<file path="src/design/link_defs.svh">
`ifndef LINK_DEFS_SVH
`define LINK_DEFS_SVH

// Terminal count of the phase counter. A bus phase lasts this many clocks plus one
`define LINK_CLOCK_DIV 25

// Transmit queue depth as a power of two
`define LINK_FIFO_DEPTH_LOG2 4

`endif

</file>
<file path="src/design/link_pkg.sv">
package link_pkg;

	// A transmit queue entry holds a character or a frame-end marker
	typedef struct packed {
		logic       marker;
		logic [7:0] data;
	} tx_entry_t;

	typedef enum logic [3:0] {
		TX_IDLE     = 4'd0,
		TX_START    = 4'd1,
		TX_BIT_LOW  = 4'd2,
		TX_BIT_HIGH = 4'd3,
		TX_ACK_LOW  = 4'd4,
		TX_ACK_HIGH = 4'd5,
		TX_STOP0    = 4'd6,
		TX_STOP1    = 4'd7,
		TX_STOP2    = 4'd8
	} tx_state_t;

	typedef enum logic [1:0] {
		RX_IDLE = 2'd0,
		RX_DATA = 2'd1,
		RX_ACK  = 2'd2
	} rx_state_t;

endpackage

</file>
<file path="src/design/discrete_int.sv">
`timescale 1ns/1ps
`include "link_defs.svh"

module discrete_int (
	input  logic       clk,
	input  logic       reset,

	input  logic       scl_discrete_buf,
	output logic       scl_pd,
	output logic       scl_pu,
	output logic       scl_tri,

	input  logic       sda_discrete_buf,
	output logic       sda_pd,
	output logic       sda_pu,
	output logic       sda_tri,

	input  logic [7:0] tx_char,
	input  logic       tx_char_latch,
	input  logic       tx_req,

	output logic [7:0] rx_char,
	output logic       rx_char_latch,
	output logic       rx_req
);

	link_pkg::tx_entry_t push_entry;
	link_pkg::tx_entry_t head;
	logic                push;
	logic                head_valid;
	logic                pop;
	logic                rx_busy;
	logic                scl_up;
	logic                scl_down;
	logic                sda_up;
	logic                sda_down;

	// A frame request is queued as a marker behind the bytes of its frame
	always_comb begin
		push_entry.marker = tx_req;
		push_entry.data = tx_char;
	end

	assign push = tx_char_latch | tx_req;

	link_fifo #(
		.ADDR_BITS(`LINK_FIFO_DEPTH_LOG2)
	) u_fifo (
		.clk(clk),
		.reset(reset),
		.in(push_entry),
		.in_latch(push),
		.out(head),
		.out_latch(pop),
		.out_valid(head_valid)
	);

	link_tx u_tx (
		.clk(clk),
		.reset(reset),
		.tx_req(tx_req),
		.head(head),
		.head_valid(head_valid),
		.rx_busy(rx_busy),
		.pop(pop),
		.scl_up(scl_up),
		.scl_down(scl_down),
		.sda_up(sda_up),
		.sda_down(sda_down)
	);

	link_rx u_rx (
		.clk(clk),
		.reset(reset),
		.scl_line(scl_discrete_buf),
		.sda_line(sda_discrete_buf),
		.rx_char(rx_char),
		.rx_char_latch(rx_char_latch),
		.rx_req(rx_req),
		.rx_busy(rx_busy)
	);

	// Pull-up enables are active low at the pads
	assign scl_pd = scl_down;
	assign scl_pu = ~scl_up;
	assign scl_tri = scl_up | scl_down;

	assign sda_pd = sda_down;
	assign sda_pu = ~sda_up;
	assign sda_tri = sda_up | sda_down;

endmodule

</file>
<file path="src/design/link_fifo.sv">
`timescale 1ns/1ps

module link_fifo #(
	parameter int ADDR_BITS = 4
) (
	input  logic                                  clk,
	input  logic                                  reset,
	input  logic [$bits(link_pkg::tx_entry_t)-1:0] in,
	input  logic                                  in_latch,
	output logic [$bits(link_pkg::tx_entry_t)-1:0] out,
	input  logic                                  out_latch,
	output logic                                  out_valid
);

	localparam int WIDTH = $bits(link_pkg::tx_entry_t);
	localparam int DEPTH = 1 << ADDR_BITS;

	logic [WIDTH-1:0]     mem [DEPTH];
	logic [ADDR_BITS-1:0] wr_ptr;
	logic [ADDR_BITS-1:0] rd_ptr;
	logic [ADDR_BITS:0]   count;
	logic                 full;
	logic                 push;
	logic                 pop;

	// Count reaches DEPTH exactly when its top bit is set
	assign full = count[ADDR_BITS];
	assign out_valid = (count != '0);
	assign push = in_latch && !full;
	assign pop = out_latch && out_valid;
	assign out = mem[rd_ptr];

	always_ff @(posedge clk) begin
		if (push) begin
			mem[wr_ptr] <= in;
		end
	end

	always_ff @(posedge clk) begin
		if (reset) begin
			wr_ptr <= '0;
			rd_ptr <= '0;
			count <= '0;
		end else begin
			if (push) begin
				wr_ptr <= wr_ptr + 1'b1;
			end
			if (pop) begin
				rd_ptr <= rd_ptr + 1'b1;
			end
			case ({push, pop})
				2'b10: count <= count + 1'b1;
				2'b01: count <= count - 1'b1;
				default: count <= count;
			endcase
		end
	end

endmodule

</file>
<file path="src/design/link_rx.sv">
`timescale 1ns/1ps

module link_rx (
	input  logic       clk,
	input  logic       reset,
	input  logic       scl_line,
	input  logic       sda_line,
	output logic [7:0] rx_char,
	output logic       rx_char_latch,
	output logic       rx_req,
	output logic       rx_busy
);

	link_pkg::rx_state_t state;
	link_pkg::rx_state_t next_state;

	logic       scl_meta;
	logic       scl_sync;
	logic       scl_last;
	logic       sda_meta;
	logic       sda_sync;
	logic       sda_last;
	logic       scl_rise;
	logic       scl_fall;
	logic       stop_seen;
	logic [6:0] shift_reg;
	logic       shift_en;
	logic [2:0] edge_cnt;
	logic       cnt_step;
	logic       cnt_clear;

	assign scl_rise = scl_sync && !scl_last;
	assign scl_fall = !scl_sync && scl_last;
	assign stop_seen = sda_sync && !sda_last && scl_sync;

	// The last bit is taken straight from the line so the byte is whole during the strobe
	assign rx_char = {shift_reg, sda_sync};

	always_comb begin
		next_state = state;
		rx_char_latch = 1'b0;
		rx_req = 1'b0;
		shift_en = 1'b0;
		cnt_step = 1'b0;
		cnt_clear = 1'b0;

		case (state)
			link_pkg::RX_IDLE: begin
				cnt_clear = 1'b1;
				if (!sda_sync) begin
					next_state = link_pkg::RX_DATA;
				end
			end

			// A stop lands here after the sender's last SCL fall
			link_pkg::RX_DATA: begin
				if (stop_seen) begin
					rx_req = 1'b1;
					next_state = link_pkg::RX_IDLE;
				end else if (scl_rise) begin
					shift_en = 1'b1;
					cnt_step = 1'b1;
					if (edge_cnt == 3'd7) begin
						cnt_clear = 1'b1;
						rx_char_latch = 1'b1;
						next_state = link_pkg::RX_ACK;
					end
				end
			end

			link_pkg::RX_ACK: begin
				if (stop_seen) begin
					rx_req = 1'b1;
					next_state = link_pkg::RX_IDLE;
				end else if (scl_fall) begin
					cnt_step = 1'b1;
					if (edge_cnt == 3'd1) begin
						cnt_clear = 1'b1;
						next_state = link_pkg::RX_DATA;
					end
				end
			end

			default: begin
				next_state = link_pkg::RX_IDLE;
			end
		endcase
	end

	always_ff @(posedge clk) begin
		if (shift_en) begin
			shift_reg <= {shift_reg[5:0], sda_sync};
		end
	end

	always_ff @(posedge clk) begin
		if (reset) begin
			state <= link_pkg::RX_IDLE;
			rx_busy <= 1'b0;
			edge_cnt <= '0;
			scl_meta <= 1'b1;
			scl_sync <= 1'b1;
			scl_last <= 1'b1;
			sda_meta <= 1'b1;
			sda_sync <= 1'b1;
			sda_last <= 1'b1;
		end else begin
			state <= next_state;
			rx_busy <= (next_state != link_pkg::RX_IDLE);

			if (cnt_clear) begin
				edge_cnt <= '0;
			end else if (cnt_step) begin
				edge_cnt <= edge_cnt + 1'b1;
			end

			scl_meta <= scl_line;
			scl_sync <= scl_meta;
			scl_last <= scl_sync;
			sda_meta <= sda_line;
			sda_sync <= sda_meta;
			sda_last <= sda_sync;
		end
	end

endmodule

</file>
<file path="src/design/link_tx.sv">
`timescale 1ns/1ps
`include "link_defs.svh"

module link_tx (
	input  logic                clk,
	input  logic                reset,
	input  logic                tx_req,
	input  link_pkg::tx_entry_t head,
	input  logic                head_valid,
	input  logic                rx_busy,
	output logic                pop,
	output logic                scl_up,
	output logic                scl_down,
	output logic                sda_up,
	output logic                sda_down
);

	localparam int CNT_BITS = $clog2(`LINK_CLOCK_DIV + 2);
	localparam logic [CNT_BITS-1:0] PHASE_END = CNT_BITS'(`LINK_CLOCK_DIV);

	link_pkg::tx_state_t state;
	link_pkg::tx_state_t next_state;

	logic [CNT_BITS-1:0] phase_cnt;
	logic                phase_done;
	logic [2:0]          bit_idx;
	logic                bit_load;
	logic                bit_step;
	logic                req_flag;
	logic                req_clear;
	logic                byte_next;
	logic                scl_drive;
	logic                scl_val;
	logic                sda_drive;
	logic                sda_val;

	assign phase_done = (phase_cnt == PHASE_END);

	// Another byte follows only while the head holds a character
	assign byte_next = head_valid && !head.marker;

	always_comb begin
		next_state = state;
		pop = 1'b0;
		req_clear = 1'b0;
		bit_load = 1'b0;
		bit_step = 1'b0;
		scl_drive = 1'b0;
		scl_val = 1'b1;
		sda_drive = 1'b0;
		sda_val = 1'b1;

		case (state)
			link_pkg::TX_IDLE: begin
				if (req_flag && !rx_busy) begin
					next_state = link_pkg::TX_START;
				end
			end

			// SDA falls while SCL is held high
			link_pkg::TX_START: begin
				req_clear = 1'b1;
				bit_load = 1'b1;
				scl_drive = 1'b1;
				sda_drive = 1'b1;
				sda_val = 1'b0;
				if (phase_done) begin
					next_state = link_pkg::TX_BIT_LOW;
				end
			end

			link_pkg::TX_BIT_LOW: begin
				scl_drive = 1'b1;
				scl_val = 1'b0;
				sda_drive = 1'b1;
				sda_val = head.data[bit_idx];
				if (phase_done) begin
					next_state = link_pkg::TX_BIT_HIGH;
				end
			end

			link_pkg::TX_BIT_HIGH: begin
				scl_drive = 1'b1;
				sda_drive = 1'b1;
				sda_val = head.data[bit_idx];
				if (phase_done) begin
					bit_step = 1'b1;
					if (bit_idx == 3'd0) begin
						next_state = link_pkg::TX_ACK_LOW;
					end else begin
						next_state = link_pkg::TX_BIT_LOW;
					end
				end
			end

			// SDA stays released for the whole acknowledge slot
			link_pkg::TX_ACK_LOW: begin
				scl_drive = 1'b1;
				scl_val = 1'b0;
				if (phase_done) begin
					pop = 1'b1;
					next_state = link_pkg::TX_ACK_HIGH;
				end
			end

			link_pkg::TX_ACK_HIGH: begin
				scl_drive = 1'b1;
				bit_load = 1'b1;
				if (phase_done) begin
					if (byte_next) begin
						next_state = link_pkg::TX_BIT_LOW;
					end else begin
						next_state = link_pkg::TX_STOP0;
					end
				end
			end

			link_pkg::TX_STOP0: begin
				scl_drive = 1'b1;
				scl_val = 1'b0;
				sda_drive = 1'b1;
				sda_val = 1'b0;
				if (phase_done) begin
					next_state = link_pkg::TX_STOP1;
				end
			end

			link_pkg::TX_STOP1: begin
				scl_drive = 1'b1;
				sda_drive = 1'b1;
				sda_val = 1'b0;
				if (phase_done) begin
					next_state = link_pkg::TX_STOP2;
				end
			end

			// The release on the way to idle lets SDA rise with SCL high
			link_pkg::TX_STOP2: begin
				scl_drive = 1'b1;
				sda_drive = 1'b1;
				sda_val = 1'b0;
				if (phase_done) begin
					pop = 1'b1;
					next_state = link_pkg::TX_IDLE;
				end
			end

			default: begin
				next_state = link_pkg::TX_IDLE;
			end
		endcase
	end

	always_ff @(posedge clk) begin
		if (reset) begin
			state <= link_pkg::TX_IDLE;
			phase_cnt <= '0;
			bit_idx <= 3'd7;
			req_flag <= 1'b0;
			scl_up <= 1'b0;
			scl_down <= 1'b0;
			sda_up <= 1'b0;
			sda_down <= 1'b0;
		end else begin
			state <= next_state;

			if (next_state != state || state == link_pkg::TX_IDLE) begin
				phase_cnt <= '0;
			end else begin
				phase_cnt <= phase_cnt + 1'b1;
			end

			if (bit_load) begin
				bit_idx <= 3'd7;
			end else if (bit_step) begin
				bit_idx <= bit_idx - 1'b1;
			end

			// A new request in the clearing cycle still counts
			req_flag <= (req_flag && !req_clear) || tx_req;

			scl_up <= scl_drive && scl_val;
			scl_down <= scl_drive && !scl_val;
			sda_up <= sda_drive && sda_val;
			sda_down <= sda_drive && !sda_val;
		end
	end

endmodule

</file>
<file path="config.mk">
export PLATFORM = sky130hd
export DESIGN_NAME = discrete_int
export DESIGN_NICKNAME = d
export VERILOG_FILES = /design/src/design/link_pkg.sv /design/src/design/discrete_int.sv /design/src/design/link_fifo.sv /design/src/design/link_rx.sv /design/src/design/link_tx.sv
export VERILOG_INCLUDE_DIRS = /design/src /design/src/design
export SDC_FILE = /design/constraint.sdc
export NUM_CORES = 1
export LEC_CHECK = 0
export ABC_AREA = 1
export BUFFER_PORTS_ARGS = -buffer_cell sky130_fd_sc_hd__buf_2
export CORE_ASPECT_RATIO = 0.5
export CORE_MARGIN = 10
export CORE_UTILIZATION = 61
export DETAILED_ROUTE_END_ITERATION = 8
export MAX_ROUTING_LAYER = met4
export PLACE_DENSITY = 0.87
export RECOVER_POWER = 100
export SYNTH_ARGS = -nofsm -noshare
export SYNTH_HDL_FRONTEND = slang
export SYNTH_SLANG_ARGS = --single-unit
</file>
<file path="constraint.sdc">
create_clock -name clk -period 2.6 [get_ports clk]
set_input_delay 0.13 -clock clk [delete_from_list [all_inputs] [get_ports clk]]
set_output_delay 0.13 -clock clk [all_outputs]
set_load 0.02 [all_outputs]
</file>
==> results.ini, run 1 <==
[critical_path]
critical_path_required_ns=2.97
startpoint_type=flop
path_class=reg -> reg
cp-end-kind=flop
critPathMaxFanout=6
arrival_ns=2.76

[synthesis]
synth_cell_type_count=39
synth-edff-count=151
yosys_warnings=0
synth_nets=821
avgSynthCellArea_sq_um=10.6
synth_async_sr_flop_share_pct=0
synth-main-ff-cell=edfxtp_1
synth_area_sq_um=8360
seq_area_frac_synth_pct=65.2
ys_ff_latch=197
synth_cells=786

[placed_design]
routabilityCongestion=0.928
portBuffers=29
dpl.hpwl_um=11300
placed_area_sq_um=8710

[detailed_routing]
ant_nets=0
vias=6110
dr.pass1.iters=5
wl_per_cell_um=18.4
drt_iter0_markers=742
routed_wl_um=18800
drc=0
viasPerCell=5.96

[sta]
setup_tns_ns=0
hold_slack_ns=0.210
final_hold_viol_count=0
max_slew.worst_pin.slew_ns=0.930
clock_skew_ns=0.0116
fin_crit_sh_pct=92.1
fmax_ghz=0.418
finalMaxSlewViolations=0
slew_headroom_pct=38.0
period_minus_slack_ns=2.39
setup_viol_count_final=0

[status]
status=completed

[power_and_ir_drop]
power_density_nw_per_um2=703
finalPower_mw=6.59
leakage_nw=3.55
peakVddDrop_mv=0.481

[final_layout]
ff_latch_area_sq_um=5460
multiInputGateArea_sq_um=2500
syn_to_final_growth_pct=12.2
fin_nets=870
stdcell_area_sq_um=9380
fillers=867
drive_gt1_share_pct=11.2
largest_reg_flops=144

[clock_network]
clockRootBuffer=clkbuf_16
cts.sinks=197
clock_path_buffers=2
tritoncts=yes
cts-htree-levels=4
cts.clk_slew.worst_paths_ns=0.07
clock_latency_ns=0.44
cts_buffers=17

[global_route]
grt-ovfl-total=0
grt_max_degree=73
track_usage_pct=21.2
antenna_found_initial=1
grt_pass1_vias=5956
grt_first_pass_wirelength_um=30000

[run]
max-cap-violations=0

[floorplanning]
io_pins=30
die_x_um=186
rows=30
coreArea_sq_um=13500
die_h_um=103
initial_core_util_pct=62.1
die_area_sq_um=19100

[hold_path]
hold_class=in -> reg

==> critical path, stage by stage (launching register included) <==
cell and delay (ns):
dfxtp_1 0.33, inv_1 0.06, ha_2 0.19, nand3_4 0.13
clkinv_2 0.09, nand3_2 0.11, inv_2 0.11, ha_4 0.17
inv_1 0.07, fa_2 0.40, inv_1 0.06, a31oi_1 0.08
inv_1 0.07, o21ai_0 0.06, a21oi_1 0.15, o21ai_0 0.10
a21oi_1 0.14
==> cell families (layout without fill, tap and decap cells) <==
| kind of cell | after synthesis | after routing | synth area share (%) |
|---|---|---|---|
| buffers and inverters | 84 | 146 | 5.06 |
| AO/OA/AOI/OAI | 63 | 63 | 4.04 |
| flip-flops | 197 | 197 | 65.2 |
| other | 0 | 1 | 0 |
| AND/OR/NAND/NOR | 416 | 416 | 21.9 |
| XOR/XNOR | 5 | 5 | 0.524 |
| adder cells (fa/ha/maj) | 21 | 21 | 3.23 |
==> synthesized netlist by cell type, types with 2 or more instances <==
| master | count | area share (%) |
|---|---|---|
| a21oi_1 | 23 | 1.4 |
| a31oi_1 | 3 | 0.22 |
| buf_2 | 11 | 0.66 |
| buf_4 | 9 | 0.81 |
| buf_6 | 7 | 0.94 |
| clkbuf_1 | 4 | 0.18 |
| dfxtp_1 | 46 | 11 |
| edfxtp_1 | 151 | 54 |
| ha_1 | 20 | 3.0 |
| inv_1 | 44 | 2.0 |
| inv_2 | 5 | 0.22 |
| nand2_1 | 190 | 8.5 |
| nand3_1 | 140 | 8.4 |
| nand4_1 | 2 | 0.15 |
| nor2_1 | 62 | 2.8 |
| nor3_1 | 5 | 0.30 |
| o211ai_1 | 5 | 0.45 |
| o21ai_0 | 28 | 1.7 |
| or2_2 | 8 | 0.60 |
| xnor2_1 | 3 | 0.31 |
| xor2_1 | 2 | 0.21 |
==> cells in the final DEF (no fill, tap or decap), types with 2 or more instances in the layout <==
cell type / netlist / layout
nand2_1: 190 / 190
nor3_1: 5 / 6
o211ai_1: 5 / 5
or2_2: 8 / 8
nand3_1: 140 / 139
nor2_1: 62 / 61
dlygate4sd3_1: 0 / 2
edfxtp_1: 151 / 151
clkbuf_16: 0 / 17
a21oi_1: 23 / 23
nor2_2: 1 / 2
o21ai_0: 28 / 28
xnor2_1: 3 / 3
xor2_1: 2 / 2
dfxtp_2: 0 / 2
a31oi_1: 3 / 3
ha_1: 20 / 18
inv_1: 44 / 43
clkbuf_1: 4 / 26
clkinvlp_4: 0 / 3
dfxtp_1: 46 / 44
inv_8: 0 / 3
nand3_2: 1 / 2
clkinv_1: 1 / 2
nand4_1: 2 / 2
inv_2: 5 / 6
buf_4: 9 / 29
buf_2: 11 / 5
inv_6: 1 / 5
bufinv_16: 0 / 4
==> routing by layer <==
layer,wire length (um),track usage (%),share of wire [%],vias up
li1,-,-,-,2798
met4,457,8.31,2.4,0
met2,9160,34.8,49,389
met3,2210,5.59,12,51
met5,0,-,0,-
met1,6990,24.8,37,2872
==> cell type report <==
cell class | instances | area share (%)
antenna | 1 | 0.0267
clock buffer | 17 | 4.53
clock inverter | 15 | 2.29
inverter | 52 | 2.15
multi-input combinational | 505 | 26.6
sequential | 197 | 58.2
tap | 176 | 2.35
timing repair buffer | 62 | 3.84
==> power by group <==
part           total [mW]  switching (mW)  internal [mW]
sequential           3.48          0.0259           3.45
clock                2.84            1.20           1.64
combinational       0.272           0.192         0.0805
==> path summary, 6_finish.rpt <==
kind / startpoint / endpoint / slack (ns) / cells past startpoint
min reg2reg: u_rx.scl_meta$_SDFF_PP1_ / u_rx.scl_sync$_SDFF_PP1_ / 0.42 / 1
min: tx_char[4] / u_fifo.mem[1][4]$_DFFE_PP_ / 0.21 / 1
max: u_tx.phase_cnt[1]$_SDFF_PP0_ / u_fifo.count[4]$_SDFFE_PP0P_ / 0.21 / 16
max reg2reg: u_tx.phase_cnt[1]$_SDFF_PP0_ / u_fifo.count[4]$_SDFFE_PP0P_ / 0.21 / 16
==> metrics by stage <==
step           std cells  utilization [%]  setup slack (ns)
2_1_floorplan        786                -             0.236
3_3_place_gp         986             64.6             0.105
3_5_place_dp         986             64.6          -0.00615
4_1_cts             1020             69.6            0.0307
5_1_grt             1025             69.6           -0.0122
6_report            1025             69.6             0.206
==> timing repair <==
item | in CTS | in global routing
resized for setup | 2 | 6
buffers inserted | 0 | 4
hold buffers | 2 | 0
setup endpoints to repair | 1 | 2
hold endpoints to repair | 2 | 0
(Power assumes the default switching activity.)
==> run 2: changes to the inputs <==
--- a/config.mk
+++ b/config.mk
@@ -10,10 +10,11 @@
 export BUFFER_PORTS_ARGS = -buffer_cell sky130_fd_sc_hd__buf_2
 export CORE_ASPECT_RATIO = 0.5
 export CORE_MARGIN = 10
-export CORE_UTILIZATION = 61
+export CORE_UTILIZATION = 64
+export CTS_BUF_LIST = sky130_fd_sc_hd__clkbuf_4 sky130_fd_sc_hd__clkbuf_8
 export DETAILED_ROUTE_END_ITERATION = 8
 export MAX_ROUTING_LAYER = met4
-export PLACE_DENSITY = 0.87
+export PLACE_DENSITY = 0.9
 export RECOVER_POWER = 100
 export SYNTH_ARGS = -nofsm -noshare
 export SYNTH_HDL_FRONTEND = slang
==> run 2 against run 1 <==
  * Register-to-register slack got worse by 0.02 ns
  * Via count decreased by 0.77%
  * Hold slack got worse by 0.16 ns
  * Combinational power about the same
  * Largest power group unchanged
==> results.ini, run 2 (synthesized netlist as in run 1, its figures left out) <==
[status]
status=completed

[global_route]
antenna_found_initial=0
track_usage_pct=21.5
grt_pass1_vias=5867
grt_first_pass_wirelength_um=30300
grt_max_degree=73
grt-ovfl-total=0

[power_and_ir_drop]
p_comb_share_pct=4.6
leakage_nw=3.37
peakVddDrop_mv=0.340
clock_power_share_pct=35.9
switching_share_pct=21.9
seq_power_share_pct=59.5
switchingPower_mw=1.28
p_int_mw=4.57
power_density_nw_per_um2=647

[critical_path]
path_common_cell=inv_1
worst-r2r-cell-count=15
arrival_ns=2.76
path_class=reg -> reg
critical_path_required_ns=2.94
slowest_stage=fa_2
critPathMaxFanout=6
cp_slowest_stage_delay_ns=0.40
crit_chain=inv_2 > nand2_4 > o22ai_1 > nand3_1 > inv_2 > ha_4 > inv_1 > fa_2 > inv_1 > a31oi_1 > inv_1 > o21ai_0 > a21oi_1 > buf_4 > a21oi_1
cp-end-kind=flop
startpoint_type=flop

[final_layout]
fin_cells=1011
stdcell_area_sq_um=9050
final_common_cell=nand2_1
fillers=823
final_cell_mix=nand2_1, edfxtp_1, nand3_1
multiInputGateArea_sq_um=2490
drive_gt1_share_pct=8.09
syn_to_final_growth_pct=8.17
n_antenna_cell=0
ff_latch_area_sq_um=5460
fin_nets=863
largest_reg_flops=144

[floorplanning]
die_h_um=101
coreArea_sq_um=12700
die_x_um=182
rows=29
initial_core_util_pct=65.7
die_area_sq_um=18300
io_pins=30

[placed_design]
dp.cells=975
routabilityCongestion=0.885
placed_area_sq_um=8670
dpl.hpwl_um=12000
portBuffers=29

[clock_network]
cts-htree-levels=4
tritoncts=yes
clockRootBuffer=clkbuf_8
clock_latency_ns=0.45
cts_buffers=17
cts.sinks=197
cts.clk_slew.worst_paths_ns=0.10
clock_path_buffers=2

[detailed_routing]
routed.top_layer=met4
vias=6063
ant_nets=0
wl_met2_um=9250
dr.pass1.iters=6
wl_met1_um=7210
drc=0
routed-wl-met3_um=2210
drt_iter0_markers=965
viasPerCell=6.00
routed_wl_um=19100
wl_per_cell_um=18.9

[sta]
slew_headroom_pct=19.8
final_hold_viol_count=0
clock_skew_ns=0.0143
fin_crit_sh_pct=92.8
max_slew.worst_pin.slew_ns=1.20
setup_viol_count_final=0
period_minus_slack_ns=2.41
fmax_ghz=0.414
finalMaxSlewViolations=0
hold_slack_ns=0.0534

[run]
max-cap-violations=0

[hold_path]
hold_class=in -> reg
holdPathStages=2

==> run 2: cell count changes in the layout (fill, tap and decap cells not counted), sizes merged <==
| cell | previous run | this run |
|---|---|---|
| clkinv | 3 | 7 |
| inv | 57 | 51 |
| buf | 34 | 12 |
| clkbuf | 43 | 62 |
| diode | 1 | 0 |
| bufinv | 4 | 3 |
| clkinvlp | 3 | 2 |
==> run 2: power by group through the flow <==
| stage | registers [mW] | clock network (mW) | logic (mW) |
|---|---|---|---|
| finish | 3.48 | 2.10 | 0.269 |
| global route | 3.49 | 2.20 | 0.296 |
| CTS | 3.48 | 2.09 | 0.271 |
| global placement | 3.54 | 0 | 0.250 |
| floorplan | 3.54 | 0 | 0.152 |
| detailed placement | 3.55 | 0 | 0.266 |
==> run 2: per-layer routing <==
layer  vias to the layer above  track usage [%]
li1                       2777                -
met1                      2810             25.6
met2                       420             35.3
met3                        56             5.27
met4                         0             7.96
met5                         -                -
==> run 2: path summary, 6_finish.rpt <==
kind              slack, ns                      from                            to
setup / recovery       0.19  u_tx.state[3]$_SDFF_PP0_  u_fifo.count[4]$_SDFFE_PP0P_
hold / removal         0.05                     reset      u_tx.state[3]$_SDFF_PP0_
setup reg to reg       0.19  u_tx.state[3]$_SDFF_PP0_  u_fifo.count[4]$_SDFFE_PP0P_
hold reg to reg        0.42  u_rx.scl_meta$_SDFF_PP1_      u_rx.scl_sync$_SDFF_PP1_
==> run 2: timing repair <==
item / in CTS / in global routing
cloned: 0 / 0
setup endpoints to repair: 1 / 2
hold buffers: 2 / 0
endpoints found under the hold margin: 2 / 0
buffers inserted: 0 / 2
resized for setup: 2 / 4
==> run 2: critical path, delay by kind of cell (launching register included) <==
kind	cells	cell delay, ns
DFF	1	0.36
AOI/OAI and AO/OA	5	0.54
buffers and inverters	6	0.58
adders and majority gates	2	0.57
and+or+nand+nor	2	0.24
==> run 2: per-stage QoR <==
stage / power (mW) / setup slack [ns] / utilization (%) / setup TNS [ns]
global route: 5.98 / -0.0228 / 71.0 / -0.0228
finish: 5.85 / 0.187 / 71.0 / 0
detailed placement: 3.81 / -0.0562 / 68.0 / -0.0562
floorplan: 3.69 / 0.236 / - / 0
CTS: 5.84 / 0.00266 / 71.6 / 0
global placement: 3.79 / 0.0854 / 68.0 / 0
==> run 2: final cells by class <==
| class | count | share of cell area, % |
|---|---|---|
| flip-flops and latches | 197 | 60.3 |
| repair buffers | 55 | 2.82 |
| clock buffers | 21 | 3.13 |
| well taps | 170 | 2.35 |
| clock inverters | 11 | 1.65 |
| inverters | 52 | 2.23 |
| multi-input cells | 505 | 27.5 |
